### config.mk
export PLATFORM = sky130hd
export DESIGN_NAME = fc_ctrl_flat
export DESIGN_NICKNAME = d
export VERILOG_FILES = /design/src/design/kinpira_pkg.sv /design/src/design/kinpira_ifs.sv /design/src/design/fc_ctrl.sv /design/src/flat_wrapper.sv
export SDC_FILE = /design/constraint.sdc
export NUM_CORES = 1
export LEC_CHECK = 0
export ABC_AREA = 1
export BUFFER_PORTS_ARGS = -buffer_cell sky130_fd_sc_hd__buf_4
export CELL_PAD_IN_SITES_DETAIL_PLACEMENT = 0
export CELL_PAD_IN_SITES_GLOBAL_PLACEMENT = 2
export CORE_ASPECT_RATIO = 1.4
export CORE_MARGIN = 5
export CORE_UTILIZATION = 10
export DETAILED_ROUTE_END_ITERATION = 10
export PLACE_DENSITY_LB_ADDON = 0.1
export SLEW_MARGIN = 20
export SYNTH_ARGS = -nofsm -noshare
export SYNTH_HDL_FRONTEND = slang
export SYNTH_SLANG_ARGS = --single-unit
### constraint.sdc
create_clock -name clk -period 3.06 [get_ports clk]
set_input_delay 0.153 -clock clk [delete_from_list [all_inputs] [get_ports clk]]
set_output_delay 0.153 -clock clk [all_outputs]
set_load 0.02 [all_outputs]
### src/design/kinpira_pkg.sv
`default_nettype none

package kinpira_pkg;

  // Datapath widths
  localparam int DWIDTH    = 16;
  localparam int IMGSIZE   = 10;
  localparam int NETSIZE   = 10;
  localparam int LWIDTH    = 10;
  localparam int ACCWIDTH  = 40;

  // Fixed point
  localparam int FRAC_BITS = 8;

  typedef logic signed [DWIDTH-1:0]   data_t;
  typedef logic        [IMGSIZE-1:0]  img_addr_t;
  typedef logic        [NETSIZE-1:0]  net_addr_t;
  typedef logic        [LWIDTH-1:0]   layer_len_t;
  typedef logic signed [ACCWIDTH-1:0] acc_t;
  typedef logic        [1:0]          owner_t;

  // Saturation bounds of a data word
  localparam acc_t DATA_MAX = acc_t'(2 ** (DWIDTH - 1) - 1);
  localparam acc_t DATA_MIN = -acc_t'(2 ** (DWIDTH - 1));

  // Image buffer owners
  localparam owner_t OWNER_HOST = 2'd0;
  localparam owner_t OWNER_FC   = 2'd1;

endpackage

`default_nettype wire

### src/design/kinpira_ifs.sv
`default_nettype none

// Layer settings from the host registers
interface layer_cfg_if import kinpira_pkg::*; ();
  img_addr_t  in_offset;
  img_addr_t  out_offset;
  net_addr_t  net_offset;
  layer_len_t total_in;
  layer_len_t total_out;

  modport regs   (output in_offset, out_offset, net_offset, total_in, total_out);
  modport engine (input  in_offset, out_offset, net_offset, total_in, total_out);
endinterface


interface fc_step_if import kinpira_pkg::*; ();
  logic       clear;
  logic       run;
  logic       write;
  logic       in_last;
  logic       out_last;
  layer_len_t out_index;
  logic       data_valid;
  logic       data_last;
  logic       result_ready;

  modport ctrl    (output clear, run, write, input in_last, out_last, result_ready);
  modport counter (input run, write,
                   output in_last, out_last, out_index, data_valid, data_last);
  modport mac     (input clear, write, out_index, data_valid, data_last,
                   output result_ready);
endinterface

`default_nettype wire

### src/design/fc_ctrl.sv
`default_nettype none

module fc_ctrl
  import kinpira_pkg::*;
(
  input  wire logic   clk,
  input  wire logic   xrst,
  input  wire logic   req,
  layer_cfg_if.engine cfg,
  fc_step_if.ctrl     step,
  output logic        ack
);

  typedef enum logic [2:0] {S_IDLE, S_ACC, S_DRAIN, S_WRITE, S_DONE} state_t;

  state_t state;
  state_t next_state;

  always_ff @(posedge clk) begin
    if (!xrst) begin
      state <= S_IDLE;
    end else begin
      state <= next_state;
    end
  end

  always_comb begin
    next_state = state;
    step.clear = 1'b0;
    step.write = 1'b0;
    case (state)
      S_IDLE: begin
        if (req) begin
          // Empty layer finishes at once
          if (cfg.total_in == '0 || cfg.total_out == '0) begin
            next_state = S_DONE;
          end else begin
            step.clear = 1'b1;
            next_state = S_ACC;
          end
        end
      end
      S_ACC: begin
        if (step.in_last) begin
          next_state = S_DRAIN;
        end
      end
      S_DRAIN: next_state = S_WRITE;
      S_WRITE: begin
        if (step.result_ready) begin
          step.write = 1'b1;
          if (step.out_last) begin
            next_state = S_DONE;
          end else begin
            step.clear = 1'b1;
            next_state = S_ACC;
          end
        end
      end
      S_DONE: begin
        if (!req) begin
          next_state = S_IDLE;
        end
      end
      default: next_state = S_IDLE;
    endcase
  end

  assign step.run = (state == S_ACC);
  assign ack      = (state == S_DONE);

endmodule

`default_nettype wire

### src/flat_wrapper.sv
// flat-port wrapper written by rule: the top's interface ports become plain ports
module fc_ctrl_flat import kinpira_pkg::*;
  (clk, xrst, req, ack, cfg_in_offset, cfg_out_offset, cfg_net_offset, cfg_total_in, cfg_total_out, step_clear, step_run, step_write, step_in_last, step_out_last, step_result_ready);
  layer_cfg_if cfg_i ();
  fc_step_if step_i ();
  input  wire logic clk;
  input  wire logic xrst;
  input  wire logic req;
  output logic ack;
  input wire logic [$bits(cfg_i.in_offset)-1:0] cfg_in_offset;
  input wire logic [$bits(cfg_i.out_offset)-1:0] cfg_out_offset;
  input wire logic [$bits(cfg_i.net_offset)-1:0] cfg_net_offset;
  input wire logic [$bits(cfg_i.total_in)-1:0] cfg_total_in;
  input wire logic [$bits(cfg_i.total_out)-1:0] cfg_total_out;
  output wire logic [$bits(step_i.clear)-1:0] step_clear;
  output wire logic [$bits(step_i.run)-1:0] step_run;
  output wire logic [$bits(step_i.write)-1:0] step_write;
  input wire logic [$bits(step_i.in_last)-1:0] step_in_last;
  input wire logic [$bits(step_i.out_last)-1:0] step_out_last;
  input wire logic [$bits(step_i.result_ready)-1:0] step_result_ready;
  assign cfg_i.in_offset = cfg_in_offset;
  assign cfg_i.out_offset = cfg_out_offset;
  assign cfg_i.net_offset = cfg_net_offset;
  assign cfg_i.total_in = cfg_total_in;
  assign cfg_i.total_out = cfg_total_out;
  assign step_clear = step_i.clear;
  assign step_run = step_i.run;
  assign step_write = step_i.write;
  assign step_i.in_last = step_in_last;
  assign step_i.out_last = step_out_last;
  assign step_i.result_ready = step_result_ready;
  fc_ctrl u_core (.clk(clk), .xrst(xrst), .req(req), .cfg(cfg_i), .step(step_i), .ack(ack));
endmodule
==> impl_summary.txt, run 1 <==
----------------------------------------------------
[Status]
  Status ... complete, no violations

[Timing]
  Post-route setup TNS ... 0 ns
  Slew Limit Headroom ... 0.818
  Minimum period implied by the final worst setup slack ... 1.45 ns
  Number of hold violations in the final report ... 0
  Maximum achievable frequency ... between 0.6 and 0.7 GHz
  Final worst slack ... ~1.6 ns
  Transition at the pin with the smallest max-transition slack ... about 0.27 ns
  Period utilisation layout ... 0.473
  Setup-failing EPs final ... 0
  Slew Limit Fails ... 0
  Maximum clock skew at final layout ... 0.00293 ns
  Unrepaired setup endpoints after global routing ... no

[Critical path]
  Count of cell instances traversed by the critical path ... 3
  Cell at the slowest stage of the critical path ... dfxtp_1
  Endpoint kind of the worst setup timing path ... output pin
  Combined buffer and inverter count along the critical path ... 1
  Worst-case reg-to-reg path depth ... 6
  Stage delay of the slowest cell on the critical path ... between 0.3 and 0.4 ns
  CP cell instances ... nand3_1, o32ai_1, buf_4
  Dominant delay contributor by cell family on the critical path ... flip-flops
  Crit path launch type ... flop
  Req. time, crit path ... 2.91 ns
  Worst-path maximum fanout ... 5
  Crit path arrival time ... between 1 and 1.5 ns
  Kind of critical path ... flop to output pin

[Power and ir drop]
  Internal power component ... 203 µW
  Clock Power Share ... 0.358
  Switch share ... 0.365
  Worst vdd ir ... 223 µV
  Leak ... 0.313 nW
  Share of total power in sequential cells ... 0.189
  Total power after layout ... between 300 and 400 µW
  Cell area power density ... slightly above 500 nW/µm²
  Combinational power share ... 0.453
  Switch Pwr ... between 100 and 150 µW

[Logic synthesis]
  Post-synth cell types ... 16
  Warnings, synthesis ... 0
  Mapped Nets ... roughly 110
  Count of state elements after synthesis ... 3
  Fraction of the yosys area taken by sequential cells ... 0.195
  Total standard cell area after synthesis ... 308 µm²
  Synthesized netlist cell count ... 57
  Synth Area per Inst ... between 5 and 6 µm²

[CTS]
  TritonCTS Sinks ... 3
  Clock tree from TritonCTS ... done
  Longest Clk Path Bufs ... 2
  Setup Fix Bufs, Post-CTS ... 0
  Count of instances resized after the clock tree is built ... 0
  CTS H-tree depth ... 1
  Clock buffer count from CTS ... 3
  # hold bufs at CTS ... 0
  Root buffer selected by CTS ... clkbuf_8
  Insertion delay of the later-clocked pin in the worst-skew pair ... around 0.21 ns
  Clock transition at path regs ... around 0.03 ns

[Layout]
  Register with the highest flop count ... u_core.state
  Layout Area Growth over Synthesis ... 100%
  Most common library cell in the layout ignoring fill and taps ... buf_4
  Post-layout net count ... ~150
  Commonest cells after routing, fill and taps aside ... 29 x buf_4, 13 x nor2_1, 11 x nand2_1
  Cell area after layout ... approximately 600 µm²
  Non-filler cells, final ... 127
  Flip-flop count of the largest register, all copies and words added ... 3
  Fraction of final layout cells sized beyond drive strength 1 ... 0.411
  Biggest regs ... u_core.state: 3 flops
  Count of inserted antenna diode cells ... 0

[GRT]
  Met1 usage in global routing ... 0.0424
  Global-route wire length before repair ... between 1500 and 2000 µm
  GR Layer Usage met3 ... 0.0102
  Via count of the first global-routing pass ... a little under 500
  Global-route total usage across every layer ... 0.0521
  Antenna violations before repair ... 0
  Most congested layer reported by global routing ... met2
  Largest net degree at the start of global routing ... 7
  Met2 track demand over resource ... 0.112
  Overall overflow remaining after global route ... 0

[Floorplan]
  Die Span Y ... about 76 µm
  Cell row count ... 23
  Chip Width ... approximately 57 µm
  Initial core utilization ... 0.106
  I/O pins ... 60
  Die Footprint ... ~4300 µm²
  Total core area ... around 2900 µm²

[Detailed routing]
  Final WL ... about 1200 µm
  Initial drt markers ... 15
  Average vias per placed instance ... around 3.6
  Routed wire length per instance ... ~9.2 µm
  Count of antenna-violating nets left after detailed routing ... 0
  DRC viols ... 0
  Total number of vias ... approximately 460
  First-pass DRT Iterations ... 4

[Place]
  Total placed instance area ... 572 µm²
  Worst slack, placed ... around 1.8 ns
  Port Buffers ... 29
  Weighted congestion at the end of routability-driven global placement ... about 0.69
  Post-DP HPWL ... 1030 µm
  Dpl cells ... approximately 120

[Worst hold path]
  Hold path cells ... 3
  Worst Hold Class ... input port to flop

[Run]
  Max-cap violations ... 0

----------------------------------------------------
-- worst paths after layout --
| path | start | end | slack, ns |
|---|---|---|---|
| worst max-delay path | u_core.state[1] | step_clear | 1.61 |
| worst max register to register | u_core.state[1] | u_core.state[0] | 1.89 |
| worst min register to register | u_core.state[2] | u_core.state[2] | 0.53 |
| worst min-delay path | xrst | u_core.state[2] | 0.20 |
-- Yosys cell counts --
master	n	area (µm²)
o21ai_0	1	5.00
nor3_2	1	10.0
inv_2	2	7.51
or2_0	2	12.5
nand4_1	2	12.5
a21oi_1	3	15.0
o21ai_1	1	5.00
nand3_1	5	25.0
o32ai_1	1	8.76
nor3_1	1	5.00
nor2_1	13	48.8
dfxtp_1	3	60.1
nand2_1	11	41.3
inv_1	7	26.3
and2_0	2	12.5
nor2_2	2	12.5
-- layer usage --
layer / part of all wire / up-vias
met5: 0 / -
met4: 0 / 0
met3: 0.081 / 0
met2: 0.58 / 16
met1: 0.34 / 193
li1: - / 247
-- tightest hold or removal path: stages --
cell,delay (ns)
buf_4,0.07
inv_1,0.05
a21oi_1,0.10
-- power by group through the flow --
stage / combinational, mW / sequential [mW] / clock (mW)
3_3_place_gp: 0.153 / 0.0610 / 0
6_report: 0.145 / 0.0606 / 0.115
2_1_floorplan: 0.0892 / 0.0585 / 0
3_5_place_dp: 0.149 / 0.0610 / 0
5_1_grt: 0.164 / 0.0620 / 0.120
4_1_cts: 0.150 / 0.0604 / 0.118
-- through the flow --
stage / hold WS (ns) / utilization
finish: 0.203 / 0.212
global route: 0.230 / 0.212
CTS: 0.212 / 0.212
detailed placement: 0.435 / 0.197
global placement: 0.445 / 0.197
floorplan: 0.303 / -
-- cell families after synthesis --
group           synth area share
flops                      0.195
compound gates             0.110
buf+inv                    0.110
simple gates               0.585
-- cell type report --
class	count	area [µm²]
fill	354	2290
timing repair buffer	29	218
multi-input combinational	45	214
sequential	3	60.1
tap	37	46.3
clock buffer	4	45.0
inverter	9	33.8
No activity file was read; power rests on OpenSTA's default activity.
==> run 2: changes to the inputs <==
==> constraint.sdc (replaced) <==
create_clock -name clk -period 1.4 [get_ports clk]
set_input_delay 0.07 -clock clk [delete_from_list [all_inputs] [get_ports clk]]
set_output_delay 0.07 -clock clk [all_outputs]
set_load 0.02 [all_outputs]
==> run 2 against run 1 <==
Sequential power is 130% higher. Via count increased by 0.66%. Highest routed layer unchanged. Count of clock-buffer cells in the layout unchanged. Register-to-register slack got worse by 1.6 ns. Cell count is the same. Worst hold slack worse by 0.083 ns. Die area is the same. Routed wire length grew 0.77%. Clock power rose by 120%.
==> impl_summary.txt, run 2 (synthesis gave the netlist of run 1 again) <==
----------------------------------------------------
[Power and ir drop]
  Share of total power in sequential cells ... 0.195 (+0.006)
  Combinational power share ... 0.462 (+0.009)
  Leak ... 0.320 nW (+2.4%)
  Internal power component ... 462 µW (+130%)
  Switch share ... 0.367 (+0.00292)
  Switch Pwr ... 268 µW (+130%)
  Worst vdd ir ... 510 µV (+130%)
  Cell area power density ... 1150 nW/µm² (+120%)
  Clock Power Share ... 0.343 (-0.015)

[GRT]
  Via count of the first global-routing pass ... 496 (+0.61%)
  Largest net degree at the start of global routing ... 7 (unchanged)
  Overall overflow remaining after global route ... 0 (unchanged)
  Global-route total usage across every layer ... 0.0525 (+0.000352)
  Global-route wire length before repair ... 1790 µm (+0.79%)
  Antenna violations before repair ... 0 (unchanged)

[CTS]
  Longest Clk Path Bufs ... 2 (unchanged)
  Root buffer selected by CTS ... clkbuf_8
  Insertion delay of the later-clocked pin in the worst-skew pair ... 0.21 ns (about the same)
  Setup Fix Bufs, Post-CTS ... 0 (unchanged)
  CTS H-tree depth ... 1 (unchanged)
  Clock transition at path regs ... 0.03 ns (about the same)
  Clock tree from TritonCTS ... done
  TritonCTS Sinks ... 3 (unchanged)
  Clock buffer count from CTS ... 3 (unchanged)

[Run]
  Max-cap violations ... 0 (unchanged)

[Layout]
  Flip-flop count of the largest register, all copies and words added ... 3 (unchanged)
  Commonest cells after routing, fill and taps aside ... 29 x buf_4, 13 x nor2_1, 11 x nand2_1
  Post-layout net count ... 147 (unchanged)
  Cell area after layout ... 637 µm² (+3.2%)
  Layout Area Growth over Synthesis ... 107%
  Count of inserted antenna diode cells ... 0 (unchanged)
  Non-filler cells, final ... 127 (unchanged)
  Finished Core Util ... 0.219 (+0.00689)
  Biggest regs ... u_core.state: 3 flops
  Fraction of final layout cells sized beyond drive strength 1 ... 0.478 (+0.0667)
  Most common library cell in the layout ignoring fill and taps ... buf_4
  Register with the highest flop count ... u_core.state

[Status]
  Status ... complete, no violations

[Detailed routing]
  Routed wire length per instance ... 9.28 µm (+0.77%)
  Total number of vias ... 459 (+0.66%)
  Average vias per placed instance ... 3.61 (+0.66%)
  First-pass DRT Iterations ... 4 (unchanged)
  Count of antenna-violating nets left after detailed routing ... 0 (unchanged)
  Initial drt markers ... 17 (+2)
  DRC viols ... 0 (unchanged)
  Final WL ... 1180 µm (+0.77%)

[Critical path]
  Kind of critical path ... flop to output pin
  Endpoint kind of the worst setup timing path ... output pin
  Req. time, crit path ... 1.33 ns (-1.58 ns)
  Stage delay of the slowest cell on the critical path ... 0.31 ns (-0.08 ns)
  Cell at the slowest stage of the critical path ... dfxtp_1
  Worst-path maximum fanout ... 6 (+1)
  Crit path arrival time ... 1.24 ns (-0.05 ns)
  CP cell instances ... inv_2, nand3_1, inv_1, nand3_2, o32ai_2, buf_4
  Crit path launch type ... flop

[Place]
  Total placed instance area ... 572 µm² (unchanged)
  Post-DP HPWL ... 1030 µm (unchanged)
  Weighted congestion at the end of routability-driven global placement ... 0.691 (unchanged)
  Port Buffers ... 29 (unchanged)
  Dpl cells ... 123 (unchanged)
  Worst slack, placed ... 0.188 ns (-1.60 ns)

[Timing]
  Setup-failing EPs final ... 0 (unchanged)
  Number of hold violations in the final report ... 0 (unchanged)
  Period utilisation layout ... 0.935
  Transition at the pin with the smallest max-transition slack ... 0.208 ns (-0.0648 ns)
  Unrepaired setup endpoints after global routing ... no
  Maximum achievable frequency ... around 0.76 GHz
  Slew Limit Headroom ... 0.861 (+0.0430)
  Slew Limit Fails ... 0 (unchanged)
  Maximum clock skew at final layout ... 0.00294 ns (+0.00000633 ns)
  Minimum period implied by the final worst setup slack ... between 1 and 1.5 ns
  Post-route setup TNS ... 0 ns (unchanged)
  Final worst slack ... 0.0917 ns (-1.52 ns)

[Floorplan]
  I/O pins ... 60 (unchanged)
  Initial core utilization ... 0.106 (unchanged)
  Total core area ... 2910 µm² (unchanged)
  Die Span Y ... 75.6 µm (unchanged)
  Cell row count ... 23 (unchanged)
  Die Footprint ... 4300 µm² (unchanged)
  Chip Width ... 56.9 µm (unchanged)

[Worst hold path]
  Worst Hold Class ... input port to flop

----------------------------------------------------
## run 2: changes by cell type in the layout (fill, tap and decap cells not counted)
cell | before | now
inv_1 | 7 | 6
inv_2 | 2 | 3
nand3_2 | 0 | 2
dfxtp_1 | 3 | 1
dfxtp_2 | 0 | 2
o32ai_2 | 0 | 1
nand3_1 | 5 | 3
o32ai_1 | 1 | 0
## run 2: power by group through the flow
stage / Combinational [mW] / Sequential, mW / Clock (mW)
2_1_floorplan: 0.195 / 0.128 / 0
3_3_place_gp: 0.335 / 0.133 / 0
3_5_place_dp: 0.326 / 0.133 / 0
4_1_cts: 0.336 / 0.132 / 0.258
5_1_grt: 0.379 / 0.146 / 0.263
6_report: 0.337 / 0.142 / 0.250
## run 2: worst max-delay path: cells and delay by family (launching register included)
kind | cells | cell delay [ns]
and+or+nand+nor | 2 | 0.19
buffers and inverters | 3 | 0.37
AOI/OAI and AO/OA | 1 | 0.14
DFF | 1 | 0.31
## run 2: worst paths after layout
path                        start               to  slack, ns  depth (start not counted)
hold reg to reg   u_core.state[2]  u_core.state[2]       0.53                          2
setup / recovery  u_core.state[2]       step_clear       0.09                          6
hold / removal               xrst  u_core.state[2]       0.12                          3
setup reg to reg  u_core.state[2]  u_core.state[0]       0.26                          6
## run 2: routing by layer
| layer | wire length, µm | global-route usage | part of all wire |
|---|---|---|---|
| met1 | 406 | 0.0434 | 0.34 |
| met2 | 677 | 0.112 | 0.57 |
| met3 | 95 | 0.0102 | 0.081 |
| met4 | 0 | 0.0309 | 0 |
| met5 | 0 | 0 | 0 |
## run 2: through the flow
stage	hold slack, ns	total power, mW
finish	0.120	0.730
global route	0.146	0.788
CTS	0.129	0.726
detailed placement	0.352	0.460
global placement	0.362	0.469
floorplan	0.220	0.323
## run 2: final cells by class
cell class	count	area, µm²
Clock buffer	4	45.0
Fill cell	350	2270
Inverter	9	33.8
Multi-Input combinational cell	45	231
Sequential cell	3	62.6
Tap cell	37	46.3
Timing Repair Buffer	29	218
## run 2: what timing repair did
| item | 4_1_cts | 5_1_grt |
|---|---|---|
| hold buffers | 0 | 0 |
| pin swaps | 0 | 1 |
| gates resized for setup | 1 | 5 |
| endpoints found under the hold margin | 0 | 0 |
| setup endpoints to repair | 1 | 1 |
==> run 3: changes to the inputs <==
--- a/config.mk
+++ b/config.mk
@@ -7,13 +7,10 @@
 export LEC_CHECK = 0
 export ABC_AREA = 1
 export BUFFER_PORTS_ARGS = -buffer_cell sky130_fd_sc_hd__buf_4
-export CELL_PAD_IN_SITES_DETAIL_PLACEMENT = 0
-export CELL_PAD_IN_SITES_GLOBAL_PLACEMENT = 2
-export CORE_ASPECT_RATIO = 1.4
-export CORE_MARGIN = 5
-export CORE_UTILIZATION = 10
+export CORE_AREA = 5 5 42 44
 export DETAILED_ROUTE_END_ITERATION = 10
-export PLACE_DENSITY_LB_ADDON = 0.1
+export DIE_AREA = 0 0 47 49
+export PLACE_DENSITY = 0.75
 export SLEW_MARGIN = 20
 export SYNTH_ARGS = -nofsm -noshare
 export SYNTH_HDL_FRONTEND = slang
==> run 3 against run 2 <==
Sequential cell count unchanged. Die area decreased by 46%. Clock skew decreased by 0.0015 ns. Via count decreased by 1.5%. Combinational power decreased by 6.5%. Critical path depth unchanged. Setup slack improved by 0.0063 ns. Critical endpoint unchanged. Non-clock buffer count unchanged. Clock power decreased by 40%. Routed wire length decreased by 16%. Maximum frequency increased by 0.48%. Largest cell class unchanged. Sequential share of layout area increased by 0.59 points.
==> impl_summary.txt, run 3 (synthesis gave the netlist of run 1 again) <==
----------------------------------------------------
[Status]
  Status ... complete, no violations

[Detailed routing]
  Final WL ... 991 µm (-16%)
  DRC viols ... 0 (unchanged)
  Total number of vias ... 452 (-1.5%)
  Count of antenna-violating nets left after detailed routing ... 0 (unchanged)
  Initial drt markers ... 1 (-16)
  Average vias per placed instance ... 4.26 (+18%)
  First-pass DRT Iterations ... 2 (-2)
  Routed wire length per instance ... 9.35 µm (+0.79%)

[Timing]
  Hold slack final ... 0.0777 ns (-0.0425 ns)
  Maximum achievable frequency ... 0.768 GHz (+0.48%)
  Slew Limit Headroom ... 0.851 (-0.00908)
  Maximum clock skew at final layout ... 0.00141 ns (-0.00153 ns)
  Number of hold violations in the final report ... 0 (unchanged)
  Period utilisation layout ... 0.930 (-0.00447)
  Final worst slack ... 0.0979 ns (+0.00626 ns)
  Setup-failing EPs final ... 0 (unchanged)
  Slew Limit Fails ... 0 (unchanged)
  Unrepaired setup endpoints after global routing ... no
  Minimum period implied by the final worst setup slack ... 1.30 ns (-0.00626 ns)
  Post-route setup TNS ... 0 ns (unchanged)
  Transition at the pin with the smallest max-transition slack ... 0.222 ns (+0.0135 ns)

[Layout]
  Non-filler cells, final ... 106 (-17%)
  Commonest cells after routing, fill and taps aside ... 29 x buf_4, 13 x nor2_1, 11 x nand2_1
  Finished Core Util ... 0.412 (+0.192)
  Count of inserted antenna diode cells ... 0 (unchanged)
  Most common library cell in the layout ignoring fill and taps ... buf_4
  Fraction of final layout cells sized beyond drive strength 1 ... 0.433 (-0.0444)
  Cell area after layout ... 577 µm² (-9.4%)
  Total of fill cells in the finished design ... 155 (-56%)
  Post-layout net count ... 147 (unchanged)
  Layout Area Growth over Synthesis ... 87.4%
  Biggest regs ... u_core.state: 3 flops
  Register with the highest flop count ... u_core.state
  Flip-flop count of the largest register, all copies and words added ... 3 (unchanged)

[CTS]
  Clock tree from TritonCTS ... done
  Root buffer selected by CTS ... clkbuf_4
  Clock transition at path regs ... 0.03 ns (about the same)
  TritonCTS Sinks ... 3 (unchanged)
  Clock buffer count from CTS ... 3 (unchanged)
  Insertion delay of the later-clocked pin in the worst-skew pair ... 0.23 ns (+0.02 ns)
  CTS H-tree depth ... 1 (unchanged)
  # hold bufs at CTS ... 0 (unchanged)
  Longest Clk Path Bufs ... 2 (unchanged)
  Setup Fix Bufs, Post-CTS ... 0 (unchanged)

[Critical path]
  Endpoint kind of the worst setup timing path ... output pin
  Crit path launch type ... flop
  Req. time, crit path ... 1.33 ns (about the same)
  Worst-path maximum fanout ... 5 (-1)
  Startpoint of the lowest-slack register-to-register path ... u_core.state[1]
  Kind of critical path ... flop to output pin
  CP Launch Point ... u_core.state[0]
  Crit path arrival time ... 1.23 ns (about the same)

[Worst hold path]
  Worst Hold Class ... input port to flop
  Source of the worst hold timing path ... xrst

[GRT]
  Via count of the first global-routing pass ... 401 (-19%)
  Largest net degree at the start of global routing ... 7 (unchanged)
  Antenna violations before repair ... 0 (unchanged)
  Global-route total usage across every layer ... 0.0866 (+0.0341)
  Overall overflow remaining after global route ... 0 (unchanged)
  Global-route wire length before repair ... 1460 µm (-19%)

[Floorplan]
  Chip Width ... 47 µm (-17%)
  Die Span Y ... 49 µm (-35%)
  I/O pins ... 60 (unchanged)
  Total core area ... 1400 µm² (-52%)
  Initial core utilization ... 0.220 (+0.114)
  Cell row count ... 14 (-39%)
  Die Footprint ... 2300 µm² (-46%)

[Power and ir drop]
  Worst vdd ir ... 456 µV (-10%)
  Leak ... 0.305 nW (-4.8%)
  Cell area power density ... 1040 nW/µm² (-8.9%)
  Total power after layout ... 602 µW (-17%)

[Place]
  Post-DP HPWL ... 855 µm (-17%)
  Weighted congestion at the end of routability-driven global placement ... 0.703 (+1.6%)
  Port Buffers ... 29 (unchanged)
  Dpl cells ... 102 (-17%)
  Total placed instance area ... 546 µm² (-4.6%)
  Worst slack, placed ... 0.239 ns (+0.0512 ns)

[Run]
  Max-cap violations ... 0 (unchanged)

----------------------------------------------------
run 3: cell counts in the layout (fill, tap and decap cells not counted):
No cell type changed its count.
run 3: path summary, 6_finish.rpt:
kind	end	slack [ns]	cells after the start
worst min-delay path	u_core.state[1]	0.08	3
worst max register to register	u_core.state[0]	0.23	6
worst min register to register	u_core.state[2]	0.55	2
worst max-delay path	step_clear	0.1	6
run 3: cell type report:
type | instances | area, µm² | area share
inverter | 9 | 33.8 | 0.0586
multi-input combinational | 45 | 219 | 0.380
timing repair buffer | 29 | 218 | 0.377
tap | 16 | 20.0 | 0.0347
sequential | 3 | 60.1 | 0.104
clock buffer | 4 | 26.3 | 0.0456
run 3: timing repair:
item / 4_1_cts / 5_1_grt
hold endpoints to repair: 0 / 0
gates resized for setup: 0 / 2
endpoints found under the setup margin: 0 / 1
run 3: power by group:
part / total (mW) / switching (mW) / internal, mW
Clock: 0.149 / 0.0426 / 0.107
Sequential: 0.138 / 0.0310 / 0.107
Combinational: 0.315 / 0.170 / 0.145
Total: 0.602 / 0.244 / 0.359
run 3: worst max-delay path, cell delays in order (launching register included):
cell     delay, ns
dfxtp_1       0.35
inv_2         0.08
nand3_1       0.09
inv_1         0.08
nand3_1       0.10
o32ai_1       0.12
buf_4         0.19
run 3: routing by layer:
layer / share of wire / vias to the layer above / track usage
met3: 0.14 / 0 / 0.0332
met2: 0.55 / 16 / 0.152
met5: 0 / - / 0
met1: 0.31 / 188 / 0.0768
met4: 0 / 0 / 0.0553
li1: - / 248 / -
